==> src/source/dma_pkg.sv <==
// shared widths, depths, direction codes and the byte/nibble entry type of the dma
`default_nettype none

package dma_pkg;

    localparam int BYTE_W    = 8;   // cpu side data width
    localparam int NIBBLE_W  = 4;   // memory side data width
    localparam int BUF_DEPTH = 8;   // entries per ping-pong buffer
    localparam int PTR_W     = 3;   // entry pointer width
    localparam int ADDR_W    = 32;
    localparam int LEN_W     = 32;  // length and beat counters

    // direction of the current descriptor
    localparam logic DIR_CPU_TO_MEM = 1'b1;
    localparam logic DIR_MEM_TO_CPU = 1'b0;

    // one entry seen as two nibbles, low half moves first
    typedef struct packed {
        logic [NIBBLE_W-1:0] hi;
        logic [NIBBLE_W-1:0] lo;
    } nibble_pair_t;

    // same entry read whole on the byte side
    typedef union packed {
        logic [BYTE_W-1:0] whole;
        nibble_pair_t      nib;
    } byte_nibble_u;

endpackage

`default_nettype wire

==> src/source/nibble_buffer.sv <==
// ping-pong half, eight entries filled then drained with byte/nibble width conversion
`default_nettype none

module nibble_buffer (
    input  logic                       clk,
    input  logic                       resetn,
    input  logic                       direction,  // sampled with the descriptor
    input  logic                       wr_valid,
    input  logic [dma_pkg::BYTE_W-1:0] wr_data,    // nibbles arrive in the low bits
    output logic                       wr_ready,
    output logic                       rd_valid,
    output logic [dma_pkg::BYTE_W-1:0] rd_data,    // nibbles leave in the low bits
    input  logic                       rd_ready,
    output logic                       filling
);
    import dma_pkg::*;

    byte_nibble_u     entry [BUF_DEPTH];  // payload storage
    byte_nibble_u     cur;                // entry under the pointer
    logic [PTR_W-1:0] ptr;
    logic             half;               // high nibble is next
    logic             draining;           // phase bit, low while filling
    logic             nibble_mode;        // unit width of the current phase
    logic             wr_fire;
    logic             rd_fire;
    logic             last_unit;

    // cpu-to-mem takes bytes and gives nibbles
    // mem-to-cpu takes nibbles and gives bytes
    assign nibble_mode = (direction == DIR_CPU_TO_MEM) ? draining : !draining;

    assign wr_ready = !draining;  // whole fill phase
    assign rd_valid = draining;   // whole drain phase
    assign filling  = !draining;

    assign wr_fire = wr_valid && wr_ready;
    assign rd_fire = rd_valid && rd_ready;

    // last entry, and its high half when moving nibbles
    assign last_unit = (ptr == PTR_W'(BUF_DEPTH - 1)) && (!nibble_mode || half);

    always_ff @(posedge clk)
    begin
        if (!resetn)
        begin
            draining <= 1'b0;  // start empty in fill phase
            ptr      <= '0;
            half     <= 1'b0;
        end
        else if (wr_fire || rd_fire)
        begin
            if (nibble_mode && !half)
                half <= 1'b1;  // low half done
            else
            begin
                half <= 1'b0;
                ptr  <= ptr + 1'b1;  // wraps back to entry 0
            end
            if (last_unit)
                draining <= !draining;  // phase flips for the next cycle
        end
    end

    // entry writes
    always_ff @(posedge clk)
    begin
        if (wr_fire)
        begin
            if (!nibble_mode)
                entry[ptr].whole <= wr_data;
            else if (half)
                entry[ptr].nib.hi <= wr_data[NIBBLE_W-1:0];
            else
                entry[ptr].nib.lo <= wr_data[NIBBLE_W-1:0];
        end
    end

    assign cur = entry[ptr];

    // read mux, zero padded in nibble mode
    always_comb
    begin
        if (!nibble_mode)
            rd_data = cur.whole;
        else if (half)
            rd_data = {{(BYTE_W - NIBBLE_W){1'b0}}, cur.nib.hi};
        else
            rd_data = {{(BYTE_W - NIBBLE_W){1'b0}}, cur.nib.lo};
    end

    // the unit width must hold for a whole phase
    a_dir_stable: assert property (@(posedge clk) disable iff (!resetn)
        ((ptr != '0) || half) |-> $stable(direction))
        else $error("nibble_buffer: direction changed mid-phase");

endmodule

`default_nettype wire

==> src/source/pingpong_datapath.sv <==
// two nibble buffers in ping-pong, steered by direction and gated by the open channels
`default_nettype none

module pingpong_datapath (
    input  logic                         clk,
    input  logic                         resetn,
    input  logic                         direction,
    input  logic                         cpu_open,
    input  logic                         mem_open,
    input  logic                         cpu_wvalid,
    input  logic [dma_pkg::BYTE_W-1:0]   cpu_wdata,
    output logic                         cpu_wready,
    output logic                         cpu_rvalid,
    output logic [dma_pkg::BYTE_W-1:0]   cpu_rdata,
    input  logic                         cpu_rready,
    output logic                         mem_wvalid,
    output logic [dma_pkg::NIBBLE_W-1:0] mem_wdata,
    input  logic                         mem_wready,
    input  logic                         mem_rvalid,
    input  logic [dma_pkg::NIBBLE_W-1:0] mem_rdata,
    output logic                         mem_rready,
    output logic                         cpu_beat,
    output logic                         mem_beat
);
    import dma_pkg::*;

    logic              c2m;          // cpu-to-mem descriptor
    logic              in_sel;       // buffer being filled, 0 is buf_a
    logic              fill_valid;
    logic [BYTE_W-1:0] fill_data;
    logic              fill_ready;
    logic              drain_valid;
    logic [BYTE_W-1:0] drain_data;
    logic              drain_ready;
    logic              sel_full;     // fill buffer has turned to drain
    logic              other_empty;  // drain buffer is back in fill
    logic              swap;
    logic              a_wr_ready;
    logic              a_rd_valid;
    logic [BYTE_W-1:0] a_rd_data;
    logic              a_filling;
    logic              b_wr_ready;
    logic              b_rd_valid;
    logic [BYTE_W-1:0] b_rd_data;
    logic              b_filling;

    assign c2m = (direction == DIR_CPU_TO_MEM);

    // fill side is cpu write or memory read
    assign fill_valid = c2m ? (cpu_wvalid && cpu_open) : (mem_rvalid && mem_open);
    assign fill_data  = c2m ? cpu_wdata : {{(BYTE_W - NIBBLE_W){1'b0}}, mem_rdata};
    // drain side is memory write or cpu read
    assign drain_ready = c2m ? (mem_wready && mem_open) : (cpu_rready && cpu_open);

    nibble_buffer buf_a (
        .clk       (clk),
        .resetn    (resetn),
        .direction (direction),
        .wr_valid  (fill_valid && !in_sel),
        .wr_data   (fill_data),
        .wr_ready  (a_wr_ready),
        .rd_valid  (a_rd_valid),
        .rd_data   (a_rd_data),
        .rd_ready  (drain_ready && in_sel),
        .filling   (a_filling)
    );

    nibble_buffer buf_b (
        .clk       (clk),
        .resetn    (resetn),
        .direction (direction),
        .wr_valid  (fill_valid && in_sel),
        .wr_data   (fill_data),
        .wr_ready  (b_wr_ready),
        .rd_valid  (b_rd_valid),
        .rd_data   (b_rd_data),
        .rd_ready  (drain_ready && !in_sel),
        .filling   (b_filling)
    );

    assign fill_ready  = in_sel ? b_wr_ready : a_wr_ready;
    assign drain_valid = in_sel ? a_rd_valid : b_rd_valid;  // drain from the other one
    assign drain_data  = in_sel ? a_rd_data : b_rd_data;

    // outward handshakes, masked by direction and open flags
    assign cpu_wready = c2m && cpu_open && fill_ready;
    assign mem_rready = !c2m && mem_open && fill_ready;
    assign mem_wvalid = c2m && mem_open && drain_valid;
    assign cpu_rvalid = !c2m && cpu_open && drain_valid;
    assign mem_wdata  = drain_data[NIBBLE_W-1:0];
    assign cpu_rdata  = drain_data;

    // one pulse per completed beat on each side
    assign cpu_beat = (cpu_wvalid && cpu_wready) || (cpu_rvalid && cpu_rready);
    assign mem_beat = (mem_wvalid && mem_wready) || (mem_rvalid && mem_rready);

    assign sel_full    = in_sel ? !b_filling : !a_filling;
    assign other_empty = in_sel ? a_filling : b_filling;
    assign swap        = sel_full && other_empty;

    always_ff @(posedge clk)
    begin
        if (!resetn)
            in_sel <= 1'b0;  // buf_a fills first
        else if (swap)
            in_sel <= !in_sel;
    end

    // both channels closed means every buffer load has drained
    a_idle_empty: assert property (@(posedge clk) disable iff (!resetn)
        (!cpu_open && !mem_open) |-> (a_filling && b_filling))
        else $error("pingpong_datapath: buffer holds data with both channels closed");

endmodule

`default_nettype wire

==> src/source/descriptor_ctrl.sv <==
// descriptor handshakes, length and direction registers, beat counting and channel open flags
`default_nettype none

module descriptor_ctrl (
    input  logic                       clk,
    input  logic                       resetn,
    input  logic                       address_in_valid,
    input  logic [dma_pkg::ADDR_W-1:0] addr_in,
    input  logic [dma_pkg::LEN_W-1:0]  len_in,
    input  logic                       dir_in,
    output logic                       address_in_enable,
    output logic                       address_out_valid,
    output logic [dma_pkg::ADDR_W-1:0] addr_out,
    output logic [dma_pkg::LEN_W-1:0]  len_out,
    input  logic                       address_out_enable,
    input  logic                       cpu_beat,
    input  logic                       mem_beat,
    output logic                       direction,
    output logic                       cpu_open,
    output logic                       mem_open
);
    import dma_pkg::*;

    logic [LEN_W-1:0] cpu_cnt;   // bytes on the cpu side
    logic [LEN_W-1:0] mem_cnt;   // nibbles on the memory side
    logic [LEN_W-1:0] len_nib;   // length in nibbles
    logic             desc_in_fire;
    logic             desc_out_fire;
    logic             cpu_last;
    logic             mem_last;
    logic             all_done;

    assign desc_in_fire  = address_in_valid && address_in_enable;
    assign desc_out_fire = address_out_valid && address_out_enable;
    assign len_nib       = len_out << 1;

    assign cpu_last = cpu_beat && (cpu_cnt == len_out - 1'b1);
    assign mem_last = mem_beat && (mem_cnt == len_nib - 1'b1);
    // both sides have moved the full length
    assign all_done = !address_in_enable && (cpu_cnt == len_out) && (mem_cnt == len_nib);

    // descriptor payload
    always_ff @(posedge clk)
    begin
        if (desc_in_fire)
        begin
            addr_out <= addr_in;
            len_out  <= len_in;
        end
    end

    always_ff @(posedge clk)
    begin
        if (!resetn)
        begin
            address_in_enable <= 1'b1;  // ready for the first descriptor
            address_out_valid <= 1'b0;
            direction         <= DIR_MEM_TO_CPU;
            cpu_open          <= 1'b0;
            mem_open          <= 1'b0;
            cpu_cnt           <= '0;
            mem_cnt           <= '0;
        end
        else
        begin
            if (desc_in_fire)
            begin
                address_in_enable <= 1'b0;
                address_out_valid <= 1'b1;  // pass on to memory
                direction         <= dir_in;
                cpu_open          <= 1'b1;
                cpu_cnt           <= '0;
                mem_cnt           <= '0;
            end
            else if (all_done)
                address_in_enable <= 1'b1;  // next descriptor
            if (desc_out_fire)
            begin
                address_out_valid <= 1'b0;
                mem_open          <= 1'b1;
            end
            if (cpu_beat)
                cpu_cnt <= cpu_cnt + 1'b1;
            if (cpu_last)
                cpu_open <= 1'b0;  // close on the final byte
            if (mem_beat)
                mem_cnt <= mem_cnt + 1'b1;
            if (mem_last)
                mem_open <= 1'b0;  // close on the final nibble
        end
    end

    // buffers only drain whole, so lengths come in full buffer loads
    a_len_legal: assert property (@(posedge clk) disable iff (!resetn)
        desc_in_fire |-> (len_in != '0) && ((len_in % LEN_W'(BUF_DEPTH)) == '0))
        else $error("descriptor_ctrl: length not a non-zero multiple of the buffer depth");

    a_cpu_beat_open: assert property (@(posedge clk) disable iff (!resetn)
        cpu_beat |-> cpu_open)
        else $error("descriptor_ctrl: cpu beat on a closed channel");

    a_mem_beat_open: assert property (@(posedge clk) disable iff (!resetn)
        mem_beat |-> mem_open)
        else $error("descriptor_ctrl: memory beat on a closed channel");

    a_desc_exclusive: assert property (@(posedge clk) disable iff (!resetn)
        !(address_in_enable && address_out_valid))
        else $error("descriptor_ctrl: descriptor input and output active together");

endmodule

`default_nettype wire

==> src/source/dma_top.sv <==
// ping-pong dma top, joins the descriptor controller and the buffered datapath
`default_nettype none

module dma_top (
    input  logic                         clk,
    input  logic                         resetn,
    input  logic                         address_in_valid,
    input  logic [dma_pkg::ADDR_W-1:0]   addr_in,
    input  logic [dma_pkg::LEN_W-1:0]    len_in,
    input  logic                         dir_in,
    output logic                         address_in_enable,
    output logic                         address_out_valid,
    output logic [dma_pkg::ADDR_W-1:0]   addr_out,
    output logic [dma_pkg::LEN_W-1:0]    len_out,
    input  logic                         address_out_enable,
    input  logic                         cpu_wvalid,
    input  logic [dma_pkg::BYTE_W-1:0]   cpu_wdata,
    output logic                         cpu_wready,
    output logic                         cpu_rvalid,
    output logic [dma_pkg::BYTE_W-1:0]   cpu_rdata,
    input  logic                         cpu_rready,
    output logic                         mem_wvalid,
    output logic [dma_pkg::NIBBLE_W-1:0] mem_wdata,
    input  logic                         mem_wready,
    input  logic                         mem_rvalid,
    input  logic [dma_pkg::NIBBLE_W-1:0] mem_rdata,
    output logic                         mem_rready
);

    logic direction;  // sampled per descriptor
    logic cpu_open;
    logic mem_open;
    logic cpu_beat;   // beat pulses back to the counters
    logic mem_beat;

    descriptor_ctrl u_ctrl (
        .clk                (clk),
        .resetn             (resetn),
        .address_in_valid   (address_in_valid),
        .addr_in            (addr_in),
        .len_in             (len_in),
        .dir_in             (dir_in),
        .address_in_enable  (address_in_enable),
        .address_out_valid  (address_out_valid),
        .addr_out           (addr_out),
        .len_out            (len_out),
        .address_out_enable (address_out_enable),
        .cpu_beat           (cpu_beat),
        .mem_beat           (mem_beat),
        .direction          (direction),
        .cpu_open           (cpu_open),
        .mem_open           (mem_open)
    );

    pingpong_datapath u_datapath (
        .clk        (clk),
        .resetn     (resetn),
        .direction  (direction),
        .cpu_open   (cpu_open),
        .mem_open   (mem_open),
        .cpu_wvalid (cpu_wvalid),
        .cpu_wdata  (cpu_wdata),
        .cpu_wready (cpu_wready),
        .cpu_rvalid (cpu_rvalid),
        .cpu_rdata  (cpu_rdata),
        .cpu_rready (cpu_rready),
        .mem_wvalid (mem_wvalid),
        .mem_wdata  (mem_wdata),
        .mem_wready (mem_wready),
        .mem_rvalid (mem_rvalid),
        .mem_rdata  (mem_rdata),
        .mem_rready (mem_rready),
        .cpu_beat   (cpu_beat),
        .mem_beat   (mem_beat)
    );

endmodule

`default_nettype wire

==> config.mk <==
export PLATFORM = sky130hd
export DESIGN_NAME = dma_top
export DESIGN_NICKNAME = d
export VERILOG_FILES = /design/src/source/dma_pkg.sv /design/src/source/nibble_buffer.sv /design/src/source/pingpong_datapath.sv /design/src/source/descriptor_ctrl.sv /design/src/source/dma_top.sv
export SDC_FILE = /design/constraint.sdc
export NUM_CORES = 1
export LEC_CHECK = 0
export BUFFER_PORTS_ARGS = -buffer_cell sky130_fd_sc_hd__buf_2
export CORE_UTILIZATION = 59
export DETAILED_ROUTE_END_ITERATION = 7
export PLACE_DENSITY = 0.81
export SYNTH_ARGS = -nofsm -noshare
export SYNTH_HDL_FRONTEND = slang
export SYNTH_SLANG_ARGS = --single-unit
==> constraint.sdc <==
create_clock -name clk -period 3.8 [get_ports clk]
set_input_delay 0.19 -clock clk [delete_from_list [all_inputs] [get_ports clk]]
set_output_delay 0.19 -clock clk [all_outputs]
set_load 0.05 [all_outputs]
==> results of run 1 <==
repair_timing:
item                                    4_1_cts  5_1_grt
hold buffers                                 67        0
hold endpoints to repair                     67        0
endpoints found under the setup margin        0        0
buffers inserted                              0        0
resized for setup                             0        0
critical path, stage by stage, from the launching register on:
cell,delay (ns)
dfxtp_1,0.52
buf_4,0.34
mux4_2,0.54
mux2i_1,0.33
o21ai_0,0.18
mux2_2,0.30
buf_2,0.22
sequential cells by signal, indices dropped and copies added (netlist names), named ones only:
register                   flops
u_datapath.buf_a.rd_valid      1
u_ctrl.cpu_cnt                32
u_ctrl.mem_open                1
u_datapath.buf_a.half          1
u_ctrl.address_in_enable       1
u_ctrl.cpu_open                1
u_datapath.buf_a.ptr           3
u_ctrl.direction               1
u_ctrl.mem_cnt                32
u_datapath.buf_b.entry        64
u_ctrl.address_out_valid       1
u_datapath.buf_a.entry        64
u_datapath.in_sel              1
u_datapath.buf_b.half          1
u_ctrl.addr_out               32
u_ctrl.len_out                32
u_datapath.buf_b.rd_valid      1
u_datapath.buf_b.ptr           3
metal layers:
metal,global-route usage,up-vias,wire length [um]
met1,0.3845,5196,14230
met3,0.04231,88,2756
met2,0.5510,513,19060
li1,-,4962,-
met5,0,-,0
met4,0.1264,0,1372
worst paths after layout:
kind | from | endpoint | slack (ns)
worst min register to register | u_ctrl.cpu_cnt[31]$_SDFFE_PN0P_ | u_ctrl.cpu_cnt[31]$_SDFFE_PN0P_ | 0.51
worst max register to register | u_ctrl.len_out[0]$_DFFE_PP_ | u_ctrl.cpu_open$_SDFFE_PP0P_ | 0.72
worst min-delay path | resetn | u_ctrl.address_in_enable$_SDFFE_PN1P_ | 0.07
worst max-delay path | flip-flop | cpu_rdata[1] | 0.66
stage by stage:
stage               instances  total power, mW  utilization  hold slack, ns  cell area [sq um]
floorplan                1214            3.736            -          0.2889              13780
global placement         1633            3.903       0.6494          0.3672              14790
detailed placement       1633            3.910       0.6494          0.3681              14790
CTS                      1753            6.757       0.7210         0.05466              16420
global route             1753            6.902       0.7210         0.08406              16420
finish                   1753            6.735       0.7210         0.06880              16420
report_power, final:
part	internal (mW)	switching, mW	total (mW)
Combinational	0.185	0.373	0.558
Clock	1.64	1.18	2.82
Sequential	3.29	0.0656	3.35
final cells by class:
type                    count  area (sq um)  area share
repair buffers            249          1622     0.09874
multi-input cells         828          5842      0.3557
clock buffers              35         799.5     0.04868
well taps                 313         391.6     0.02385
clock inverters            18         161.4    0.009828
flip-flops and latches    278          7487      0.4559
inverters                  32         120.1    0.007314
kinds of logic after synthesis:
kind of cell / Yosys count / share of synthesized area
buffers and inverters: 108 / 0.03260
DFF: 278 / 0.5434
xor gates and xnor gates: 95 / 0.06039
and+or+nand+nor: 461 / 0.1824
adders and majority gates: 7 / 0.006356
AOI/OAI and AO/OA: 182 / 0.08209
muxes: 83 / 0.09272
cells in the final DEF (no fill, tap or decap), drive strengths merged, types with 11 or more instances in the layout:
| master | instances |
|---|---|
| dlygate4sd3 | 67 |
| or3 | 16 |
| edfxtp | 192 |
| xnor2 | 58 |
| and3 | 22 |
| nand2 | 91 |
| mux2i | 20 |
| nand4 | 30 |
| buf | 182 |
| nor4 | 28 |
| nor3 | 46 |
| mux4 | 32 |
| o21ai | 42 |
| clkbuf | 35 |
| o211ai | 12 |
| o22ai | 11 |
| a21oi | 61 |
| xor2 | 37 |
| or2 | 19 |
| nor2 | 91 |
| inv | 34 |
| dfxtp | 86 |
| mux2 | 31 |
| nand3 | 58 |
==> impl_results.md, run 1 <==
- Outcome: finished clean
- Top_reg_cell synth: edfxtp_1
- Final setup violating endpoints: 0
- Required arrival time at the worst endpoint: 3.61 ns
- Yosys warning total: 0
- Vias in the first global route: roughly 11k
- Reg2Reg Depth: 9
- Crit path time final: 3.144 ns
- Final HPWL DP: approximately 26000 um
- Wirelength per Cell: 21.34 um
- Port bufs: 166
- CTS Buf Count: 29
- Syn Nets: about 1.3k
- I/O Pins: approximately 170
- Placer Congestion: approximately 0.97
- Drt pass-1 iters: 5
- Post-Route Skew: 0.01083 ns
- Setup CP Type: reg2out
- Worst-Margin Slew: 1.124 ns
- Avg Inst Size Synth: 11.35 sq um
- Lkg Pwr: 5.664 nW
- Largest net degree at the start of global routing: 59
- DRT antenna net count: 0
- RSZ-0062 raised after global routing: no
- Maximum clock insertion buffer count: 3
- Synth top cells by count: edfxtp_1 (192), nand2_1 (91), nor2_1 (88)
- Most common cell in the netlist: edfxtp_1
- Top post-synthesis cells by area: edfxtp_1 (42%), dfxtp_1 (12%), mux4_2 (5.2%), xnor2_1 (3.7%), nand2_1 (2.5%)
- Initial Util: 0.6049
- Fill count: about 1.6k
- # DRC: 0
- Post-placement setup slack: 0.7728 ns
- Share of the synthesized area in the top cell type: 0.4185
- CTS tree: done
- Antenna cell count: 0
- Number of synthesized flops with an enable pin: 192
- Clock transition at path regs: around 0.060 ns
- HP Class: in2reg
- Pwr/cell area: 410.1 mW/mm^2
- Die height: between 150 and 200 um
- Critical Path AT: 2.95 ns
- Final Cycle Share: 0.8274
- Sequential fraction of the synthesis area: 0.5434
- Worst skew pair latency: 0.54 ns
- Post-Syn Area: around 0.014 sq mm
- Worst Path Max Fanout: 12
- Synth async-reset ratio: 0
- DRT Wirelength: 37420 um
- VDD IR max: 0.0004736 V
- Die area: between 0.02 and 0.025 sq mm
- Sink Count: 278
- Final worst setup slack: 0.6560 ns
- Root buffer selected by CTS: clkbuf_16
- Hold path cells: 2
- Synth Register Bits: 278
- Crit end category: output pin
- GRT Residual Overflow: 0
- Initial antenna violation count: 0
- Row Count: 55
- Via count: between 10k and 15k
- Slew HR: 0.2504
- H-tree depth: 1
- Area delta synth->final: 19.20%
- Slew Limit Fails: 0
- Global-route wire length before repair: 56990 um
- Achievable Freq: 318.1 MHz
- Initial DRC Count: 1025
- TNS Setup: 0 ns
- Yosys top cell by area: edfxtp_1
- Die Span X: about 150 um
- Startpoint types: flip-flop
- Final Hold Fails: 0
- Total track usage: 0.3112
- Post-synthesis cell count: roughly 1.2k
- Final net count: approximately 1.5k
- Proportion of layout cells with a drive suffix above 1: 0.2257
- Routed vias/inst: a little over 6
- Core area: 0.02278 sq mm
- Max-cap viol count: 0
- Distinct cells, synth: 76
Note: power is estimated with default switching activity, not from simulation.
==> run 2, diff against run 1 <==
clock period = 3.2 ns   (was 3.8 ns; I/O delays follow)
==> run 2 against run 1 <==
Net effect: total power is 20% higher; final cell count increased by 1.9%; utilization rose by 1.3 points; critical path depth fell by 1; sequential share of layout area is 0.83 points lower; global-route usage is 0.37 points higher; register-to-register slack worse by 0.51 ns; clock power rose by 21%; via count grew 1.9%; largest cell class unchanged; highest routed layer unchanged.
==> impl_results.md, run 2 (synthesis results as in run 1) <==
- Outcome: finished clean
- RSZ-0062 raised after global routing: no
- Final net count: between 1.5k and 2k
- GRT Residual Overflow: 0
- TNS Setup: 0 ns
- Antenna cell count: 0
- I/O Pins: 167
- Die area: 0.02397 sq mm
- Crit path cell chain: mux4_2 > mux2i_1 > o21ai_0 > mux2_2 > buf_2
- Largest net degree at the start of global routing: 41
- Core area: approximately 0.023 sq mm
- Final Hold Fails: 0
- Worst Path Max Fanout: 16
- HP Start: resetn
- Crit path time final: 2.997 ns
- Critical Path AT: 2.84 ns
- Lkg Pwr: 5.862 nW
- Root buffer selected by CTS: clkbuf_16
- Post-Route Skew: 0.01256 ns
- Area delta synth->final: 21.40%
- Worst-Margin Slew: around 0.83 ns
- Slew Limit Fails: 0
- Post-placement setup slack: 0.4026 ns
- Sink Count: roughly 280
- Total track usage: 0.3149
- Max-cap viol count: 0
- Wirelength per Cell: 21.08 um
- VDD IR max: 0.0006012 V
- Required arrival time at the worst endpoint: 3.04 ns
- DRT Wirelength: 37660 um
- R2R Setup Slk: 0.21 ns
- Final worst setup slack: about 0.2 ns
- Pwr/cell area: slightly below 500 mW/mm^2
- Proportion of layout cells with a drive suffix above 1: 0.2442
- Via count: 10.96k
- Fill count: 1586
- CTS tree: done
- Comb pwr share: 0.088
- Biggest regs: u_datapath.buf_a.entry (64), u_datapath.buf_b.entry (64)
- Startpoint types: flip-flop
- Clock transition at path regs: roughly 0.060 ns
- Row Count: 55
- RR Startpoint: u_ctrl.len_out[8]$_DFFE_PP_
- Setup CP Type: reg2out
- Routed vias/inst: 6.133
- Slew HR: 0.4395
- Global-route wire length before repair: 57660 um
- Placer Congestion: 0.9909
- Sequential Power Share: 0.490
- Initial antenna violation count: 1
- Achievable Freq: 333.6 MHz
- Vias in the first global route: between 10k and 15k
- Net Sw Power: 1.923 mW
- Initial Util: 0.6049
- Internal: 6.163 mW
- # DRC: 0
- Die Span X: 154.8 um
- Clock power share: 0.422
- CTS Buf Count: 28
- Maximum clock insertion buffer count: 3
- Die height: 154.8 um
- DRT antenna net count: 0
- Commonest non-fill, non-tap cell in the layout: edfxtp_1
- Slowest CP cell: dfxtp_1
- Final Cycle Share: 0.9366
- Delay of the slowest cell on the worst path: 0.83 ns
- HP Class: in2reg
- Sw Share: 0.2378
- Crit end category: output pin
- H-tree depth: 1
- Port bufs: 166
- Most frequent cells in the layout: edfxtp_1 (192), buf_2 (166), nand2_1 (91), nor2_1 (88), dfxtp_1 (86)
- Final setup violating endpoints: 0
- Worst skew pair latency: 0.56 ns
- Drt pass-1 iters: 5
- Initial DRC Count: slightly above 1k
- Final HPWL DP: around 27000 um
[run 2: cell count changes in the layout (fill, tap and decap cells not counted), moves of 2 or more]
cell / before / now
buf_4: 16 / 49
clkinv_1: 3 / 0
clkinvlp_4: 4 / 2
inv_6: 2 / 0
clkbuf_16: 30 / 28
clkinv_2: 5 / 9
bufinv_16: 2 / 4
[run 2: path summary, 6_finish.rpt]
path                                           endpoint  depth (start not counted)
hold reg to reg          u_ctrl.mem_cnt[1]$_SDFFE_PN0P_                          2
setup reg to reg  u_ctrl.address_in_enable$_SDFFE_PN1P_                          8
setup / recovery                           cpu_rdata[2]                          5
hold / removal          u_ctrl.mem_cnt[31]$_SDFFE_PN0P_                          2
[run 2: cell type report]
class | instances | area [sq um] | area share
multi-input combinational | 828 | 5843 | 0.3493
sequential | 278 | 7487 | 0.4476
timing repair buffer | 284 | 1899 | 0.1135
inverter | 32 | 121.4 | 0.007256
tap | 313 | 391.6 | 0.02341
clock inverter | 18 | 231.5 | 0.01384
clock buffer | 34 | 753.2 | 0.04503
[run 2: per-layer routing]
| layer | vias to the layer above | share of wire | GRT usage |
|---|---|---|---|
| li1 | 5031 | - | - |
| met1 | 5238 | 0.37 | 0.3852 |
| met2 | 579 | 0.49 | 0.5447 |
| met3 | 112 | 0.090 | 0.05408 |
| met4 | 0 | 0.046 | 0.1466 |
| met5 | - | 0 | 0 |
[run 2: worst max-delay path: cells and delay by family (launching register included)]
kind                   cells  cell delay, ns
AOI/OAI and AO/OA          1            0.16
buffers and inverters      1            0.21
DFF                        1            0.83
muxes                      3            1.06
[run 2: what timing repair did]
action                     CTS  global route
setup endpoints to repair    0             1
setup buffers                0             2
hold buffers                68             0
resized for setup            0             1
hold endpoints to repair    67             0
[run 2: stage by stage]
step | instances | hold WS (ns) | instance area [sq um] | power [mW] | utilization
after floorplan | 1214 | 0.2589 | 13780 | 4.435 | -
after global placement | 1665 | 0.3363 | 15050 | 4.659 | 0.6605
after detailed placement | 1665 | 0.3381 | 15050 | 4.668 | 0.6605
after CTS | 1785 | 0.01930 | 16710 | 8.115 | 0.7336
after global routing | 1787 | 0.04541 | 16730 | 8.301 | 0.7344
final | 1787 | 0.04752 | 16730 | 8.086 | 0.7344
[run 2: power by group through the flow]
stage	Clock, mW	Sequential (mW)	Combinational (mW)
after floorplan	0	4.17	0.260
after global placement	0	4.04	0.624
after detailed placement	0	4.04	0.629
after CTS	3.46	3.96	0.697
after global routing	3.58	3.97	0.748
final	3.41	3.96	0.710
==> run 3, diff against run 2 <==
CORE_UTILIZATION = 55   (was 59)
PLACE_DENSITY = 0.76   (was 0.81)
==> run 3 against run 2 <==
Net effect: sequential power barely moved; non-clock buffer count rose by 3; cell area did not move; final cell count rose by 0.78%.
==> impl_results.md, run 3 (synthesis results as in run 1) <==
- Slew Limit Fails: 0
- TNS Setup: 0 ns
- Die area: roughly 0.026 sq mm
- Antenna cell count: 0
- Worst skew pair latency: 0.56 ns
- Post-route cell area: between 0.015 and 0.02 sq mm
- Initial antenna violation count: 0
- Proportion of layout cells with a drive suffix above 1: 0.2464
- HP Class: in2reg
- Drt pass-1 iters: 6
- Wirelength per Cell: 20.76 um
- Worst Path Max Fanout: 16
- Biggest regs: u_datapath.buf_a.entry (64), u_datapath.buf_b.entry (64)
- Clock transition at path regs: 0.07 ns
- DRT Wirelength: between 30000 and 40000 um
- Initial DRC Count: 1127
- Startpoint types: flip-flop
- DRT antenna net count: 0
- Final net count: 1547
- Achievable Freq: 324.2 MHz
- Outcome: finished clean
- Setup CP Type: reg2out
- Max-cap viol count: 0
- Critical Path AT: 2.92 ns
- CTS tree: done
- Row Count: 57
- Slew HR: 0.3701
- Required arrival time at the worst endpoint: 3.04 ns
- Final setup violating endpoints: 0
- Initial Util: 0.5632
- Routed vias/inst: approximately 6
- Worst-Margin Slew: 0.9362 ns
- Final HPWL DP: 26980 um
- Placer Congestion: 1.002
- Global-route wire length before repair: 57510 um
- RSZ-0062 raised after global routing: no
- CTS Buf Count: 28
- Final worst setup slack: between 0.1 and 0.15 ns
- Dpl cell area: ~0.015 sq mm
- H-tree depth: 1
- Port bufs: 166
- Vias in the first global route: 10.66k
- GRT Residual Overflow: 0
- Most frequent cells in the layout: edfxtp_1 (192), buf_2 (166), nand2_1 (91), nor2_1 (88), dfxtp_1 (86)
- Die Span X: 160.3 um
- Core area: 0.02446 sq mm
- Crit path time final: approximately 3 ns
- Area delta synth->final: 21.40%
- # DRC: 0
- Largest net degree at the start of global routing: 42
- Dpl cells: approximately 1.7k
- Commonest non-fill, non-tap cell in the layout: edfxtp_1
- Total track usage: 0.2890
- VDD IR max: about 0.00045 V
- Non-Filler Instances: 1801
- I/O Pins: ~170
- Sink Count: 278
- Die height: 160.3 um
- R2R Setup Slk: 0.13 ns
- Post-Route Skew: 0.007445 ns
- Crit end category: output pin
- Root buffer selected by CTS: clkbuf_16
- Post-placement setup slack: around 0.28 ns
- Pwr/cell area: 477.2 mW/mm^2
- Tot Pwr: between 7 and 8 mW
- Final Cycle Share: 0.9638
- Via count: 10.83k
- Final Hold Fails: 0
- Lkg Pwr: 5.846 nW
- Maximum clock insertion buffer count: 3
run 3: cell types whose count changed in the layout (fill, tap and decap cells not counted), sizes merged:
cell	change
clkinvlp	+3
dlygate4sd3	+1
clkbuf	-2
inv	+1
bufinv	-1
buf	+2
clkinv	-1
run 3: what timing repair did:
item / 4_1_cts / 5_1_grt
setup endpoints to repair: 0 / 1
endpoints found under the hold margin: 68 / 0
hold buffers: 69 / 0
resized for setup: 0 / 4
setup buffers: 0 / 4
run 3: where the power goes:
| part | switching [mW] | internal (mW) | total (mW) |
|---|---|---|---|
| sequential | 0.0614 | 3.90 | 3.97 |
| combinational | 0.466 | 0.242 | 0.708 |
| clock | 1.42 | 1.89 | 3.31 |
run 3: routing by layer:
layer	share of wire	wire length, um	vias up	global-route usage
met1	0.39	14640	5220	0.3603
li1	-	-	5017	-
met5	0	0	-	0
met2	0.49	18420	495	0.4921
met4	0.044	1653	0	0.1325
met3	0.071	2671	95	0.04883
run 3: critical path, cell delays in order, from the launching register on:
cell and delay (ns):
dfxtp_1 0.31, buf_4 0.30, mux4_2 0.57, mux2i_1 0.38, o21ai_0 0.25, mux2_2 0.33, buf_2 0.22
run 3: final timing paths:
path / startpoint / end / cells after the start
worst max-delay path: flip-flop / mem_wdata[0] / 6
worst min-delay path: cpu_wdata[6] / u_datapath.buf_b.entry[4][6]$_DFFE_PP_ / 4
worst max register to register: u_ctrl.len_out[8]$_DFFE_PP_ / u_ctrl.address_in_enable$_SDFFE_PN1P_ / 8
worst min register to register: u_ctrl.cpu_cnt[25]$_SDFFE_PN0P_ / u_ctrl.cpu_cnt[25]$_SDFFE_PN0P_ / 2
run 3: stage by stage:
step                  util  hold WS [ns]
floorplan                -        0.2589
global placement    0.6151        0.3361
detailed placement  0.6151        0.3381
CTS                 0.6818       0.07264
global route        0.6838       0.09092
finish              0.6838       0.08803
run 3: layout make-up:
class / instances / area, sq um
well taps: 324 / 405.4
fillers: 1824 / 7735
inverters: 32 / 121.4
repair buffers: 287 / 1912
flip-flops and latches: 278 / 7487
clock inverters: 20 / 214.0
clock buffers: 32 / 725.7
multi-input cells: 828 / 5862
